$ cat src/design/smu_ctrl_pkg.sv
// smu control block shared definitions
// field widths, spi frame layout, register map and the two presets

package smu_ctrl_pkg;

  ////////////////////////////////////////////////////////////////////////////
  // widths

  // one field register, low nibble of a write value is set, high is clear
  localparam int FIELD_W    = 4;
  localparam int ADDR_W     = 8;
  // address byte then value byte
  localparam int FRAME_BITS = 16;

  ////////////////////////////////////////////////////////////////////////////
  // frame and register types

  typedef struct packed {
    logic [ADDR_W-1:0]    addr;
    // {clear bits, set bits}
    logic [2*FIELD_W-1:0] value;
  } ctrl_frame_t;

  // first member lands in the msbs
  typedef struct packed {
    logic [FIELD_W-1:0] led;
    logic [FIELD_W-1:0] mux;
    logic [FIELD_W-1:0] dac;
    logic [FIELD_W-1:0] rails;
    logic [FIELD_W-1:0] adc;
    logic [FIELD_W-1:0] clamp1;
    logic [FIELD_W-1:0] relay_com;
    logic [FIELD_W-1:0] rails_oe;
  } ctrl_regs_t;

  ////////////////////////////////////////////////////////////////////////////
  // register map

  // command addresses, value byte ignored
  localparam logic [ADDR_W-1:0] ADDR_POWERUP    = 8'd6;
  localparam logic [ADDR_W-1:0] ADDR_SOFT_RESET = 8'd11;
  // field addresses
  localparam logic [ADDR_W-1:0] ADDR_LED        = 8'd7;
  localparam logic [ADDR_W-1:0] ADDR_MUX        = 8'd8;
  localparam logic [ADDR_W-1:0] ADDR_DAC        = 8'd9;
  localparam logic [ADDR_W-1:0] ADDR_RAILS      = 8'd10;
  localparam logic [ADDR_W-1:0] ADDR_ADC        = 8'd14;
  localparam logic [ADDR_W-1:0] ADDR_CLAMP1     = 8'd15;
  localparam logic [ADDR_W-1:0] ADDR_RELAY_COM  = 8'd17;
  // read only, sampled rail monitors
  localparam logic [ADDR_W-1:0] ADDR_MON_RAILS  = 8'd19;
  localparam logic [ADDR_W-1:0] ADDR_RAILS_OE   = 8'd24;

  ////////////////////////////////////////////////////////////////////////////
  // presets

  // clamps are active low so all ones is off
  // rails_oe active low, held high until rails come up
  localparam ctrl_regs_t SOFT_RESET_REGS = '{
    led:       '0,
    mux:       '0,
    dac:       '0,
    rails:     '0,
    adc:       '0,
    clamp1:    {FIELD_W{1'b1}},
    relay_com: '0,
    rails_oe:  FIELD_W'(1)
  };

  // +5V and +-15V rails on, outputs enabled
  // mux member not used, mux keeps its value on power-up
  localparam ctrl_regs_t POWERUP_REGS = '{
    led:       '0,
    mux:       '0,
    dac:       '0,
    rails:     FIELD_W'(3),
    adc:       '0,
    clamp1:    {FIELD_W{1'b1}},
    relay_com: '0,
    rails_oe:  '0
  };

endpackage

$ cat src/design/spi_frame_rx.sv
// spi frame receiver, all in the clk domain
// oversamples the pins, collects 16 bit address/value frames, shifts read
// data out on sclk falling edges and hands frames on over a req/ack pair

`timescale 1ns/1ps

module spi_frame_rx (
  input  logic                                clk,
  input  logic                                rst,
  input  logic                                sclk,
  input  logic                                cs_n,
  input  logic                                mosi,
  input  logic                                frame_ack,
  input  logic [smu_ctrl_pkg::FIELD_W-1:0]    rd_value,
  output logic                                frame_req,
  output smu_ctrl_pkg::ctrl_frame_t           frame,
  output logic [smu_ctrl_pkg::ADDR_W-1:0]     rd_addr,
  output logic                                sdo
);

  import smu_ctrl_pkg::*;

  // room for one count past a full frame, then saturate
  localparam int                CNT_W    = $clog2(FRAME_BITS + 2);
  localparam logic [CNT_W-1:0] CNT_ADDR = CNT_W'(ADDR_W);
  localparam logic [CNT_W-1:0] CNT_FULL = CNT_W'(FRAME_BITS);
  localparam logic [CNT_W-1:0] CNT_OVER = CNT_W'(FRAME_BITS + 1);

  ////////////////////////////////////////////////////////////////////////////
  // pin synchronizers and edge detect

  // [1] is the synced level, [2] the level one clk earlier
  logic [2:0] sclk_p;
  logic [2:0] cs_p;
  logic [1:0] mosi_p;

  logic sclk_rise;
  logic sclk_fall;
  logic cs_rise;
  logic cs_idle;

  always_ff @(posedge clk)
  begin
    if (rst)
    begin
      // idle bus, sclk low and cs high
      sclk_p <= '0;
      cs_p   <= '1;
      mosi_p <= '0;
    end
    else
    begin
      sclk_p <= {sclk_p[1:0], sclk};
      cs_p   <= {cs_p[1:0], cs_n};
      mosi_p <= {mosi_p[0], mosi};
    end
  end

  assign sclk_rise = sclk_p[1] & ~sclk_p[2];
  assign sclk_fall = ~sclk_p[1] & sclk_p[2];
  assign cs_rise   = cs_p[1] & ~cs_p[2];
  assign cs_idle   = cs_p[1];

  ////////////////////////////////////////////////////////////////////////////
  // deserializer

  logic [FRAME_BITS-1:0] rx_sr;
  logic [CNT_W-1:0]      bit_cnt;
  // read byte, zero nibble then field
  logic [2*FIELD_W-1:0]  tx_sr;

  // mosi into lsb, address ends up in the top byte
  always_ff @(posedge clk)
  begin
    if (sclk_rise && !cs_idle)
    begin
      rx_sr <= {rx_sr[FRAME_BITS-2:0], mosi_p[1]};
    end
  end

  always_ff @(posedge clk)
  begin
    if (rst)
    begin
      bit_cnt <= '0;
      rd_addr <= '0;
      tx_sr   <= '0;
    end
    else if (cs_idle)
    begin
      // between frames
      bit_cnt <= '0;
      tx_sr   <= '0;
    end
    else
    begin
      if (sclk_rise)
      begin
        if (bit_cnt != CNT_OVER)
        begin
          bit_cnt <= bit_cnt + 1'b1;
        end
        // 8th bit, address byte complete
        if (bit_cnt == CNT_ADDR - 1'b1)
        begin
          rd_addr <= {rx_sr[ADDR_W-2:0], mosi_p[1]};
        end
      end
      if (sclk_fall)
      begin
        // rd_value has settled by the falling edge after bit 8
        if (bit_cnt == CNT_ADDR)
        begin
          tx_sr <= {{FIELD_W{1'b0}}, rd_value};
        end
        else if (bit_cnt > CNT_ADDR)
        begin
          tx_sr <= {tx_sr[2*FIELD_W-2:0], 1'b0};
        end
      end
    end
  end

  // msb first, quiet while cs high
  assign sdo = tx_sr[2*FIELD_W-1] & ~cs_n;

  ////////////////////////////////////////////////////////////////////////////
  // handshake, req side

  // only a clean frame with both req and ack low is taken
  always_ff @(posedge clk)
  begin
    if (rst)
    begin
      frame_req <= 1'b0;
    end
    else if (frame_req && frame_ack)
    begin
      frame_req <= 1'b0;
    end
    else if (cs_rise && bit_cnt == CNT_FULL && !frame_req && !frame_ack)
    begin
      frame_req <= 1'b1;
    end
  end

  // held until the next accepted frame
  always_ff @(posedge clk)
  begin
    if (cs_rise && bit_cnt == CNT_FULL && !frame_req && !frame_ack)
    begin
      frame <= ctrl_frame_t'(rx_sr);
    end
  end

endmodule

$ cat src/design/ctrl_reg_file.sv
// control register file
// eight 4 bit field registers with set/clear/toggle writes, soft reset and
// power-up presets, plus the led and rail monitor readback

`timescale 1ns/1ps

module ctrl_reg_file (
  input  logic                                clk,
  input  logic                                rst,
  input  logic                                frame_req,
  input  smu_ctrl_pkg::ctrl_frame_t           frame,
  input  logic [smu_ctrl_pkg::ADDR_W-1:0]     rd_addr,
  input  logic [smu_ctrl_pkg::FIELD_W-1:0]    mon_rails,
  output logic                                frame_ack,
  output logic [smu_ctrl_pkg::FIELD_W-1:0]    rd_value,
  output smu_ctrl_pkg::ctrl_regs_t            regs
);

  import smu_ctrl_pkg::*;

  ////////////////////////////////////////////////////////////////////////////
  // field update rule

  // overlapping set and clear bits toggle, nothing else moves
  // otherwise set first, then clear
  function automatic logic [FIELD_W-1:0] field_update(
    input logic [FIELD_W-1:0]   cur,
    input logic [2*FIELD_W-1:0] val
  );
    logic [FIELD_W-1:0] set_bits;
    logic [FIELD_W-1:0] clr_bits;
    logic [FIELD_W-1:0] both;
    set_bits = val[FIELD_W-1:0];
    clr_bits = val[2*FIELD_W-1:FIELD_W];
    both     = set_bits & clr_bits;
    if (|both)
    begin
      return cur ^ both;
    end
    return (cur | set_bits) & ~clr_bits;
  endfunction

  ////////////////////////////////////////////////////////////////////////////
  // handshake, ack side

  logic       accept;
  ctrl_regs_t next_regs;

  // first cycle of req high with ack low
  assign accept = frame_req & ~frame_ack;

  always_ff @(posedge clk)
  begin
    if (rst)
    begin
      frame_ack <= 1'b0;
    end
    else if (accept)
    begin
      frame_ack <= 1'b1;
    end
    else if (!frame_req)
    begin
      // req gone, close out the cycle
      frame_ack <= 1'b0;
    end
  end

  ////////////////////////////////////////////////////////////////////////////
  // register writes

  always_comb
  begin
    next_regs = regs;
    case (frame.addr)
      ADDR_LED:       next_regs.led       = field_update(regs.led, frame.value);
      ADDR_MUX:       next_regs.mux       = field_update(regs.mux, frame.value);
      ADDR_DAC:       next_regs.dac       = field_update(regs.dac, frame.value);
      ADDR_RAILS:     next_regs.rails     = field_update(regs.rails, frame.value);
      ADDR_ADC:       next_regs.adc       = field_update(regs.adc, frame.value);
      ADDR_CLAMP1:    next_regs.clamp1    = field_update(regs.clamp1, frame.value);
      ADDR_RELAY_COM: next_regs.relay_com = field_update(regs.relay_com, frame.value);
      ADDR_RAILS_OE:  next_regs.rails_oe  = field_update(regs.rails_oe, frame.value);
      ADDR_SOFT_RESET:
      begin
        // same state as after rst
        next_regs = SOFT_RESET_REGS;
      end
      ADDR_POWERUP:
      begin
        next_regs     = POWERUP_REGS;
        // don't disturb peripheral muxing mid session
        next_regs.mux = regs.mux;
      end
      default:
      begin
        // unmapped or read only, no change
        next_regs = regs;
      end
    endcase
  end

  always_ff @(posedge clk)
  begin
    if (rst)
    begin
      regs <= SOFT_RESET_REGS;
    end
    else if (accept)
    begin
      regs <= next_regs;
    end
  end

  ////////////////////////////////////////////////////////////////////////////
  // readback

  logic [FIELD_W-1:0] mon_q;

  // rail monitor pins, sampled every cycle
  always_ff @(posedge clk)
  begin
    mon_q <= mon_rails;
  end

  always_comb
  begin
    case (rd_addr)
      ADDR_LED:       rd_value = regs.led;
      ADDR_MON_RAILS: rd_value = mon_q;
      default:        rd_value = '0;
    endcase
  end

endmodule

$ cat src/design/spi_route.sv
// spi chip select and miso steering
// mux_cs_n low hands the bus to the peripherals picked by the mux field,
// high keeps it on the block itself

`timescale 1ns/1ps

module spi_route #(
  parameter int PERIPH_COUNT = 4
) (
  input  logic                              mux_cs_n,
  input  logic [smu_ctrl_pkg::FIELD_W-1:0]  mux_sel,
  input  logic                              sdo,
  input  logic [PERIPH_COUNT-1:0]           periph_miso,
  output logic [PERIPH_COUNT-1:0]           periph_cs_n,
  output logic                              miso
);

  import smu_ctrl_pkg::*;

  // one select bit per peripheral, missing mux bits read as unselected
  logic [PERIPH_COUNT-1:0] sel;

  for (genvar i = 0; i < PERIPH_COUNT; i++)
  begin : g_sel
    if (i < FIELD_W)
    begin : g_bit
      assign sel[i] = mux_sel[i];
    end
    else
    begin : g_pad
      assign sel[i] = 1'b0;
    end
  end

  // active low selects, all off while mux_cs_n is high
  assign periph_cs_n = mux_cs_n ? {PERIPH_COUNT{1'b1}} : ~sel;

  // wired-or of whatever is selected
  assign miso = mux_cs_n ? sdo : |(sel & periph_miso);

endmodule

$ cat src/design/smu_ctrl_top.sv
// smu front end configuration block
// spi frame receiver feeding the control register file, with chip select
// and miso routing to the peripherals

`timescale 1ns/1ps

module smu_ctrl_top #(
  parameter int PERIPH_COUNT = 4
) (
  input  logic                              clk,
  input  logic                              rst,
  input  logic                              sclk,
  input  logic                              cs_n,
  input  logic                              mosi,
  input  logic                              mux_cs_n,
  input  logic [PERIPH_COUNT-1:0]           periph_miso,
  input  logic [smu_ctrl_pkg::FIELD_W-1:0]  mon_rails,
  output logic                              miso,
  output logic [PERIPH_COUNT-1:0]           periph_cs_n,
  output smu_ctrl_pkg::ctrl_regs_t          regs
);

  import smu_ctrl_pkg::*;

  // receiver to register file
  logic                frame_req;
  logic                frame_ack;
  ctrl_frame_t         frame;
  logic [ADDR_W-1:0]   rd_addr;
  logic [FIELD_W-1:0]  rd_value;
  // block's own read data, before routing
  logic                sdo;

  ////////////////////////////////////////////////////////////////////////////
  // frame receiver

  spi_frame_rx u_rx (
    .clk       (clk),
    .rst       (rst),
    .sclk      (sclk),
    .cs_n      (cs_n),
    .mosi      (mosi),
    .frame_ack (frame_ack),
    .rd_value  (rd_value),
    .frame_req (frame_req),
    .frame     (frame),
    .rd_addr   (rd_addr),
    .sdo       (sdo)
  );

  ////////////////////////////////////////////////////////////////////////////
  // field registers

  ctrl_reg_file u_regs (
    .clk       (clk),
    .rst       (rst),
    .frame_req (frame_req),
    .frame     (frame),
    .rd_addr   (rd_addr),
    .mon_rails (mon_rails),
    .frame_ack (frame_ack),
    .rd_value  (rd_value),
    .regs      (regs)
  );

  ////////////////////////////////////////////////////////////////////////////
  // peripheral routing

  spi_route #(
    .PERIPH_COUNT (PERIPH_COUNT)
  ) u_route (
    .mux_cs_n    (mux_cs_n),
    .mux_sel     (regs.mux),
    .sdo         (sdo),
    .periph_miso (periph_miso),
    .periph_cs_n (periph_cs_n),
    .miso        (miso)
  );

endmodule

$ cat config.mk
export PLATFORM = sky130hd
export DESIGN_NAME = smu_ctrl_top
export DESIGN_NICKNAME = d
export VERILOG_FILES = /design/src/design/smu_ctrl_pkg.sv /design/src/design/spi_frame_rx.sv /design/src/design/ctrl_reg_file.sv /design/src/design/spi_route.sv /design/src/design/smu_ctrl_top.sv
export SDC_FILE = /design/constraint.sdc
export NUM_CORES = 1
export LEC_CHECK = 0
export BUFFER_PORTS_ARGS = -buffer_cell sky130_fd_sc_hd__buf_2
export CELL_PAD_IN_SITES_DETAIL_PLACEMENT = 1
export CELL_PAD_IN_SITES_GLOBAL_PLACEMENT = 1
export CORE_MARGIN = 1
export CORE_UTILIZATION = 45
export DETAILED_ROUTE_END_ITERATION = 6
export PLACE_DENSITY = 0.82
export SYNTH_ARGS = -nofsm -noshare
export SYNTH_HDL_FRONTEND = slang
export SYNTH_SLANG_ARGS = --single-unit
$ cat constraint.sdc
create_clock -name clk -period 6.32 [get_ports clk]
set_clock_uncertainty 0.2 [all_clocks]
set_input_delay 1.264 -clock clk [delete_from_list [all_inputs] [get_ports clk]]
set_output_delay 1.264 -clock clk [all_outputs]
set_load 0.02 [all_outputs]
==> run_results.csv, run 1 <==
group,metric,value,unit
worst_setup_path,rr_worst_depth,4,
synth,synth-seq-cells,99,
global_route,antenna_found_initial,0,
clock_tree,cts-resized-gates,0,
placement,placed_cells_incl_taps,560,
drt,drc,0,
clock_tree,cts_hold_repair.buffers,0,
worst_setup_path,r2r_slack,3.83,ns
worst_setup_path,worst_path_dominant_cell_family,"compound AO/OA/AOI/OAI gates",
drt,drtAntennaViolNets,0,
final_layout,final_cells,576,
worst_setup_path,cp_common_cell,"sky130_fd_sc_hd__buf_2",
drt,dr.pass1.iters,7,
sta,fin_setup_tns,0,ns
synth,leading_post_synthesis_cells_by_instance_count,"sky130_fd_sc_hd__dfxtp_1, sky130_fd_sc_hd__nor2_1, sky130_fd_sc_hd__edfxtp_1",
drt,wl,11.1,mm
worst_setup_path,start_kind,"input port",
floorplan,die_area,0.0100,sq mm
hold_path,hp-start,"u_rx.cs_p[0]",
run_status,run_status,"completed",
clock_tree,clock_sinks,99,
floorplan,placement_rows,35,
placement,port_buffers,50,
final_layout,num_antenna_cells,0,
clock_tree,cts_tree,"yes",
worst_setup_path,setup_cp_type,"in2out",
sta,fin_crit_sh,57.4,%
worst_setup_path,slowest_stage,"sky130_fd_sc_hd__a22o_1",
drt,wl_per_cell,19.3,microns
placement,hpwl,7.99,mm
run,drv_cap,0,
global_route,grt.total_usage,23.1,%
synth,syn_inst,397,
synth,synth_area_leaders,"sky130_fd_sc_hd__dfxtp_1, sky130_fd_sc_hd__edfxtp_1, sky130_fd_sc_hd__nor2_1, sky130_fd_sc_hd__a31oi_1, sky130_fd_sc_hd__a311oi_1",
drt,drt-vias-per-instance,5.99,
pwr,irDropWorstVdd,0.000105,V
synth,syn-num-nets,414,
worst_setup_path,stage_delay_of_the_slowest_cell_on_the_critical_path,0.26,ns
clock_tree,htree_levels,3,
floorplan,floorplan.die.height,100,microns
drt,drt_iter0_markers,153,
synth,mappedNetlistArea,0.00432,sq mm
clock_tree,cell_at_the_root_of_the_clock_tree,"sky130_fd_sc_hd__clkbuf_8",
clock_tree,tritoncts.num_buffers,9,
synth,synth_top_cell_by_area,"sky130_fd_sc_hd__dfxtp_1",
worst_setup_path,cell_chain_of_the_critical_path,"buf_2 > a22o_1 > a221oi_1 > o22ai_1 > buf_2",
clock_tree,max-clock-path-buffers,2,
sta,timing.slew.headroom,16.9,%
sta,report.final.setup_viol,0,
worst_setup_path,critPathMaxFanout,1,
sta,rsz0062_at_grt,"false",
final_layout,synth_to_final_area_change,11.8,%
final_layout,final.fill_count,1042,
final_layout,final_nets,459,
pwr,power.leakage,1.71,nW
drt,vias,3448,
floorplan,die_w,100,microns
worst_setup_path,reg2reg_to,"u_regs.regs[12]",
clock_tree,clk_pin_slew,0.10,ns
global_route,grt_start_max_net_pins,40,
worst_setup_path,worstPathBufferInverterCount,2,
synth,async_reset_ff_share,0,%
hold_path,worst_hold_stages,1,
synth,yosys_warnings,0,
clock_tree,clk_latency,0.36,ns
hold_path,min_path_type,"reg2reg",
worst_setup_path,worst-endpoint-arrival,2.16,ns
synth,yosys.cell_count.top_type,"sky130_fd_sc_hd__dfxtp_1",
sta,slew_at_the_pin_closest_to_its_max_slew_limit,1.24,ns
pwr,p_per_area,229,mW/mm^2
synth,number_of_enable_flip_flop_cells_after_synthesis,32,
sta,achievable-frequency,276,MHz
floorplan,core_region_area,0.00928,sq mm
floorplan,initial_standard_cell_utilization_of_the_core,46.6,%
synth,yosysSeqAreaShare,53.2,%
floorplan,ios,51,
hold_path,whs_endpoint,"u_rx.cs_p[1]",
global_route,grt_pass1_wl,17.8,mm
synth,yosys_most_used_dff,"sky130_fd_sc_hd__dfxtp_1",
placement,routability_driven_placement_congestion_ratio,0.893,
worst_setup_path,r2r_start,"u_rx.frame[13]",
clock_tree,postCtsSetupBuffers,0,
sta,finalCriticalPeriod,3.63,ns
synth,synth.avg_cell_area,10.9,sq um
final_layout,layout-drive-gt1-share,18.3,%
global_route,vias_in_the_first_global_route,3386,
worst_setup_path,cp_capture_type,"output pin",
sta,drv_slew,0,
worst_setup_path,worst-endpoint-required,4.86,ns
global_route,globalRouteOverflowTotal,0,
synth,ys_types,62,
sta,hold_violations,0,
final_layout,util_after_layout,52.1,%
synth,synth.top_cell.area_share,31.0,%
sequential cells by signal (all words and copies together) (netlist names):
name / cells
u_regs.regs: 32
u_rx.frame: 16
u_rx.rx_sr: 16
u_rx.rd_addr: 8
u_rx.tx_sr: 8
u_rx.bit_cnt: 5
u_regs.mon_q: 4
u_rx.cs_p: 3
u_rx.sclk_p: 3
u_rx.mosi_p: 2
u_regs.frame_ack: 1
u_rx.frame_req: 1
area by class of cell:
cell class / count / area [sq um] / share of cell area (%)
Clock buffer: 13 / 160 / 3.31
Clock inverter: 3 / 45.0 / 0.932
Inverter: 9 / 33.8 / 0.699
Multi-Input combinational cell: 272 / 1870 / 38.8
Sequential cell: 99 / 2300 / 47.6
Tap cell: 129 / 161 / 3.34
Timing Repair Buffer: 51 / 258 / 5.33
routing by layer:
layer / part of all wire, % / global-route usage [%] / vias to the layer above
met4: 1.9 / 9.59 / 0
met3: 3.5 / 3.41 / 20
met2: 50 / 38.9 / 84
met5: 0 / 0 / -
li1: - / - / 1627
met1: 45 / 29.8 / 1717
worst reg2reg max path: stages, from the launching register on:
cell                       delay (ns)
sky130_fd_sc_hd__edfxtp_1        0.39
sky130_fd_sc_hd__or3_1           0.71
sky130_fd_sc_hd__a211oi_2        0.58
sky130_fd_sc_hd__a31oi_1         0.16
sky130_fd_sc_hd__a311oi_1        0.35
power breakdown:
group | internal (W) | switching [W]
clock network | 0.000210 | 0.000218
registers | 0.000657 | 0.00000227
logic | 0.00000734 | 0.0000107
total | 0.000874 | 0.000231
placed cells by master, fill, tap and decap left out, types with 3 or more instances in the layout:
| cell | n |
|---|---|
| sky130_fd_sc_hd__a2111oi_0 | 3 |
| sky130_fd_sc_hd__a211oi_1 | 5 |
| sky130_fd_sc_hd__a211oi_2 | 3 |
| sky130_fd_sc_hd__a21oi_1 | 14 |
| sky130_fd_sc_hd__a22o_1 | 6 |
| sky130_fd_sc_hd__a22oi_1 | 16 |
| sky130_fd_sc_hd__a311oi_1 | 14 |
| sky130_fd_sc_hd__a31oi_1 | 20 |
| sky130_fd_sc_hd__a32oi_1 | 3 |
| sky130_fd_sc_hd__and2_1 | 4 |
| sky130_fd_sc_hd__buf_2 | 50 |
| sky130_fd_sc_hd__clkbuf_1 | 3 |
| sky130_fd_sc_hd__clkbuf_8 | 9 |
| sky130_fd_sc_hd__dfxtp_1 | 67 |
| sky130_fd_sc_hd__edfxtp_1 | 32 |
| sky130_fd_sc_hd__ha_1 | 3 |
| sky130_fd_sc_hd__inv_1 | 9 |
| sky130_fd_sc_hd__mux2i_1 | 11 |
| sky130_fd_sc_hd__nand2_1 | 11 |
| sky130_fd_sc_hd__nand2b_1 | 18 |
| sky130_fd_sc_hd__nand4_1 | 9 |
| sky130_fd_sc_hd__nor2_1 | 37 |
| sky130_fd_sc_hd__nor2b_1 | 13 |
| sky130_fd_sc_hd__nor3_1 | 7 |
| sky130_fd_sc_hd__nor3b_1 | 4 |
| sky130_fd_sc_hd__o2111ai_1 | 7 |
| sky130_fd_sc_hd__o21ai_0 | 15 |
| sky130_fd_sc_hd__or2_2 | 3 |
| sky130_fd_sc_hd__xor2_1 | 3 |
stage by stage:
stage	instance area, sq um	hold slack [ns]	total power (W)	setup slack, ns
floorplan	4320	0.189	0.000685	2.99
global placement	4630	0.198	0.000691	2.75
detailed placement	4630	0.197	0.000692	2.70
CTS	4830	0.225	0.00111	2.70
global route	4830	0.237	0.00114	2.61
finish	4830	0.225	0.00111	2.69
how the worst max path moves through the flow:
stage / slack, ns / to / start / cells after the start
final: 2.69 / miso / periph_miso[1] / 5
after global routing: 2.61 / miso / periph_miso[1] / 5
after CTS: 2.70 / miso / periph_miso[1] / 5
after detailed placement: 2.70 / miso / periph_miso[1] / 5
after global placement: 2.75 / miso / periph_miso[1] / 5
after floorplan: 2.99 / miso / periph_miso[1] / 3
logic make-up after synthesis:
logic type,share of synthesized area (%)
simple gates,17.5
compound gates,21.6
fa+ha+maj,0.868
buf+inv,3.41
mux,2.55
flops,53.2
xor+xnor,0.810
Note: power is estimated with default switching activity, not from simulation.
==> run 2: changes to the inputs <==
--- a/config.mk
+++ b/config.mk
@@ -5,13 +5,14 @@
 export SDC_FILE = /design/constraint.sdc
 export NUM_CORES = 1
 export LEC_CHECK = 0
+export ABC_AREA = 1
 export BUFFER_PORTS_ARGS = -buffer_cell sky130_fd_sc_hd__buf_2
 export CELL_PAD_IN_SITES_DETAIL_PLACEMENT = 1
 export CELL_PAD_IN_SITES_GLOBAL_PLACEMENT = 1
 export CORE_MARGIN = 1
-export CORE_UTILIZATION = 45
+export CORE_UTILIZATION = 43
 export DETAILED_ROUTE_END_ITERATION = 6
-export PLACE_DENSITY = 0.82
+export PLACE_DENSITY = 0.83
 export SYNTH_ARGS = -nofsm -noshare
 export SYNTH_HDL_FRONTEND = slang
 export SYNTH_SLANG_ARGS = --single-unit
==> constraint.sdc (replaced) <==
create_clock -name clk -period 3.5 [get_ports clk]
set_clock_uncertainty 0.2 [all_clocks]
set_input_delay 0.7 -clock clk [delete_from_list [all_inputs] [get_ports clk]]
set_output_delay 0.7 -clock clk [all_outputs]
set_load 0.02 [all_outputs]
==> run 2 against run 1 <==
Compared with the run above:
- first-iteration DRC count increased by 19%
- clock power rose by 130%
- design area increased by 19%
- critical endpoint is now u_regs.regs[4]
- count of clock-buffer cells in the layout decreased by 1
- synthesized area up 19%
- total power up 99%
- worst hold slack got worse by 0.018 ns
- register-to-register slack lost 2.7 ns
- combinational power increased by 78%
- non-clock buffer count increased by 3
- the run now ends with design-rule violations left
- largest power group unchanged
- die area is 24% higher
- sequential cell count unchanged
==> run_results.csv, run 2 <==
group,metric,value,unit
final_layout,synth_to_final_area_change,11.7,%
drt,routed-wl-met3,548,microns
sta,timing.slew.headroom,45.8,%
synth,synth-seq-cells,99,
clock_tree,tritoncts.num_buffers,9,
worst_setup_path,reg2reg_to,"u_regs.regs[4]",
sta,fin_setup_tns,0,ns
final_layout,final_nets,763,
floorplan,floorplan.die.height,111,microns
placement,hpwl,10.5,mm
floorplan,core_region_area,0.0115,sq mm
floorplan,placement_rows,39,
synth,yosys_warnings,0,
synth,yosys_most_used_dff,"sky130_fd_sc_hd__dfxtp_1",
synth,syn_inst,704,
final_layout,layout_top_registers,"u_regs.regs: 32 flops, u_rx.frame: 16 flops, u_rx.rx_sr: 16 flops",
sta,hold_violations,0,
floorplan,initial_standard_cell_utilization_of_the_core,44.7,%
global_route,globalRouteOverflowTotal,0,
worst_setup_path,r2r_start,"u_rx.frame[1]",
drt,drc,10,
global_route,antenna_found_initial,1,
drt,routed.top_layer,"met5",
clock_tree,clk_latency,0.35,ns
pwr,power.leakage,2.58,nW
synth,async_reset_ff_share,0,%
final_layout,finished_cell_area,0.00574,sq mm
synth,synth_top_cell_by_area,"sky130_fd_sc_hd__dfxtp_1",
drt,dr.pass1.iters,6,
worst_setup_path,r2r_slack,1.15,ns
drt,route.layer.met1.wl,6.30,mm
hold_path,whs_endpoint,"u_rx.sclk_p[1]",
final_layout,layout_common_cells,"sky130_fd_sc_hd__nand2_1, sky130_fd_sc_hd__nor2_1, sky130_fd_sc_hd__inv_1, sky130_fd_sc_hd__nand3_1, sky130_fd_sc_hd__dfxtp_1",
drt,drt-vias-per-instance,5.37,
drt,drt_iter0_markers,182,
sta,drv_slew,0,
hold_path,worst_hold_stages,2,
drt,vias,4800,
synth,syn-num-nets,721,
sta,slew_at_the_pin_closest_to_its_max_slew_limit,0.813,ns
global_route,grt_start_max_net_pins,36,
worst_setup_path,worst-endpoint-required,3.50,ns
final_layout,layout_commonest_cell,"sky130_fd_sc_hd__nand2_1",
clock_tree,max-clock-path-buffers,2,
floorplan,die_area,0.0124,sq mm
clock_tree,cts_hold_repair.buffers,0,
synth,yosys.cell_count.top_type,"sky130_fd_sc_hd__nand2_1",
worst_setup_path,critPathMaxFanout,32,
pwr,irDropWorstVdd,0.000255,V
synth,yosysSeqAreaShare,44.8,%
global_route,grt.total_usage,24.9,%
worst_setup_path,setup_cp_type,"reg2reg",
clock_tree,cts_tree,"yes",
sta,report.final.setup_viol,0,
synth,mappedNetlistArea,0.00514,sq mm
worst_setup_path,worst-endpoint-arrival,2.35,ns
global_route,vias_in_the_first_global_route,5016,
final_layout,largest_reg_flops,32,
run_status,failing_checks,"design-rule violations",
run,drv_cap,0,
clock_tree,postCtsSetupBuffers,0,
final_layout,seq_area,0.00230,sq mm
synth,synth.top_cell.area_share,26.1,%
drt,wl_per_cell,16.3,microns
synth,ys_types,35,
global_route,grt_pass1_wl,24.4,mm
synth,synth.avg_cell_area,7.30,sq um
drt,wl_met2,7.35,mm
drt,wl,14.6,mm
sta,rsz0062_at_grt,"false",
clock_tree,htree_levels,3,
clock_tree,clock_sinks,99,
placement,routability_driven_placement_congestion_ratio,0.803,
final_layout,multi_input_area,0.00237,sq mm
hold_path,hp-start,"u_rx.sclk_p[0]",
synth,number_of_enable_flip_flop_cells_after_synthesis,32,
hold_path,min_path_type,"reg2reg",
worst_setup_path,cp_capture_type,"flop",
final_layout,registers.top_by_ff_count,"u_regs.regs",
pwr,p_per_area,384,mW/mm^2
floorplan,die_w,111,microns
placement,port_buffers,50,
final_layout,num_antenna_cells,0,
sta,achievable-frequency,426,MHz
drt,drtAntennaViolNets,0,
final_layout,layout-drive-gt1-share,15.4,%
clock_tree,cell_at_the_root_of_the_clock_tree,"sky130_fd_sc_hd__clkbuf_16",
placement,placement.cell_area,0.00544,sq mm
synth,synth_area_leaders,"sky130_fd_sc_hd__dfxtp_1, sky130_fd_sc_hd__edfxtp_1, sky130_fd_sc_hd__nand2_1, sky130_fd_sc_hd__nand3_1, sky130_fd_sc_hd__nor2_1",
synth,leading_post_synthesis_cells_by_instance_count,"sky130_fd_sc_hd__nand2_1, sky130_fd_sc_hd__nor2_1, sky130_fd_sc_hd__inv_1",
worst_setup_path,start_kind,"flop",
final_layout,final.fill_count,1482,
clock_tree,clk_pin_slew,0.07,ns
sta,finalCriticalPeriod,2.35,ns
run_status,run_status,"finished, violations left",
sta,fin_crit_sh,67.0,%
worst_setup_path,rr_worst_depth,8,
floorplan,ios,51,
clock_tree,cts-resized-gates,0,
-- run 2: worst max path at each step --
stage	startpoint	end	slack [ns]	depth (start not counted)
final	u_rx.frame[1]	u_regs.regs[4]	1.15	8
after global routing	u_rx.frame[1]	u_regs.regs[18]	1.01	8
after CTS	periph_miso[1]	miso	1.17	6
after detailed placement	rst	u_regs.regs[17]	0.99	4
after global placement	rst	u_rx.rd_addr[0]	1.07	4
after floorplan	u_rx.bit_cnt[0]	u_rx.frame[0]	0.57	4
-- run 2: cell type report --
| class | instances | area share, % |
|---|---|---|
| multi-input combinational | 500 | 41.4 |
| inverter | 82 | 5.36 |
| timing repair buffer | 54 | 4.88 |
| tap | 143 | 3.12 |
| sequential | 99 | 40.1 |
| clock inverter | 4 | 0.523 |
| clock buffer | 12 | 4.66 |
-- run 2: critical path, cell delays in order (launching register included) --
cell	delay, ns
sky130_fd_sc_hd__edfxtp_1	0.52
sky130_fd_sc_hd__nand2_1	0.51
sky130_fd_sc_hd__nand2_4	0.14
sky130_fd_sc_hd__nor2_8	0.40
sky130_fd_sc_hd__nand2_1	0.11
sky130_fd_sc_hd__nand2_1	0.10
sky130_fd_sc_hd__nor2_1	0.04
sky130_fd_sc_hd__nand2_1	0.10
sky130_fd_sc_hd__a21oi_2	0.06
-- run 2: kinds of logic after synthesis --
| logic type | Yosys count | synth area share, % |
|---|---|---|
| and+or+nand+nor | 400 | 34.5 |
| DFF | 99 | 44.8 |
| xor gates and xnor gates | 2 | 0.341 |
| buffers and inverters | 105 | 9.17 |
| adders and majority gates | 3 | 0.730 |
| AOI/OAI and AO/OA | 95 | 10.5 |
-- run 2: where the power goes --
part / switching [W] / internal [W] / total, W
clock network: 0.000436 / 0.000548 / 0.000983
logic: 0.0000226 / 0.00000972 / 0.0000323
registers: 0.00000338 / 0.00119 / 0.00119
total: 0.000462 / 0.00174 / 0.00220
-- run 2: per-layer routing --
metal | global-route usage, % | up-vias
met5 | 0 | -
met4 | 10.7 | 2
li1 | - | 2345
met3 | 4.84 | 32
met1 | 28.8 | 2341
met2 | 44.7 | 80
-- run 2: stage by stage --
| step | util (%) | total power [W] | setup WS [ns] | cells | hold slack, ns |
|---|---|---|---|---|---|
| 2_1_floorplan | - | 0.00123 | 0.574 | 704 | 0.188 |
| 3_3_place_gp | 47.3 | 0.00125 | 1.07 | 878 | 0.194 |
| 3_5_place_dp | 47.3 | 0.00125 | 0.987 | 878 | 0.203 |
| 4_1_cts | 49.9 | 0.00222 | 1.17 | 894 | 0.212 |
| 5_1_grt | 49.9 | 0.00227 | 1.01 | 894 | 0.228 |
| 6_report | 49.9 | 0.00220 | 1.15 | 894 | 0.207 |
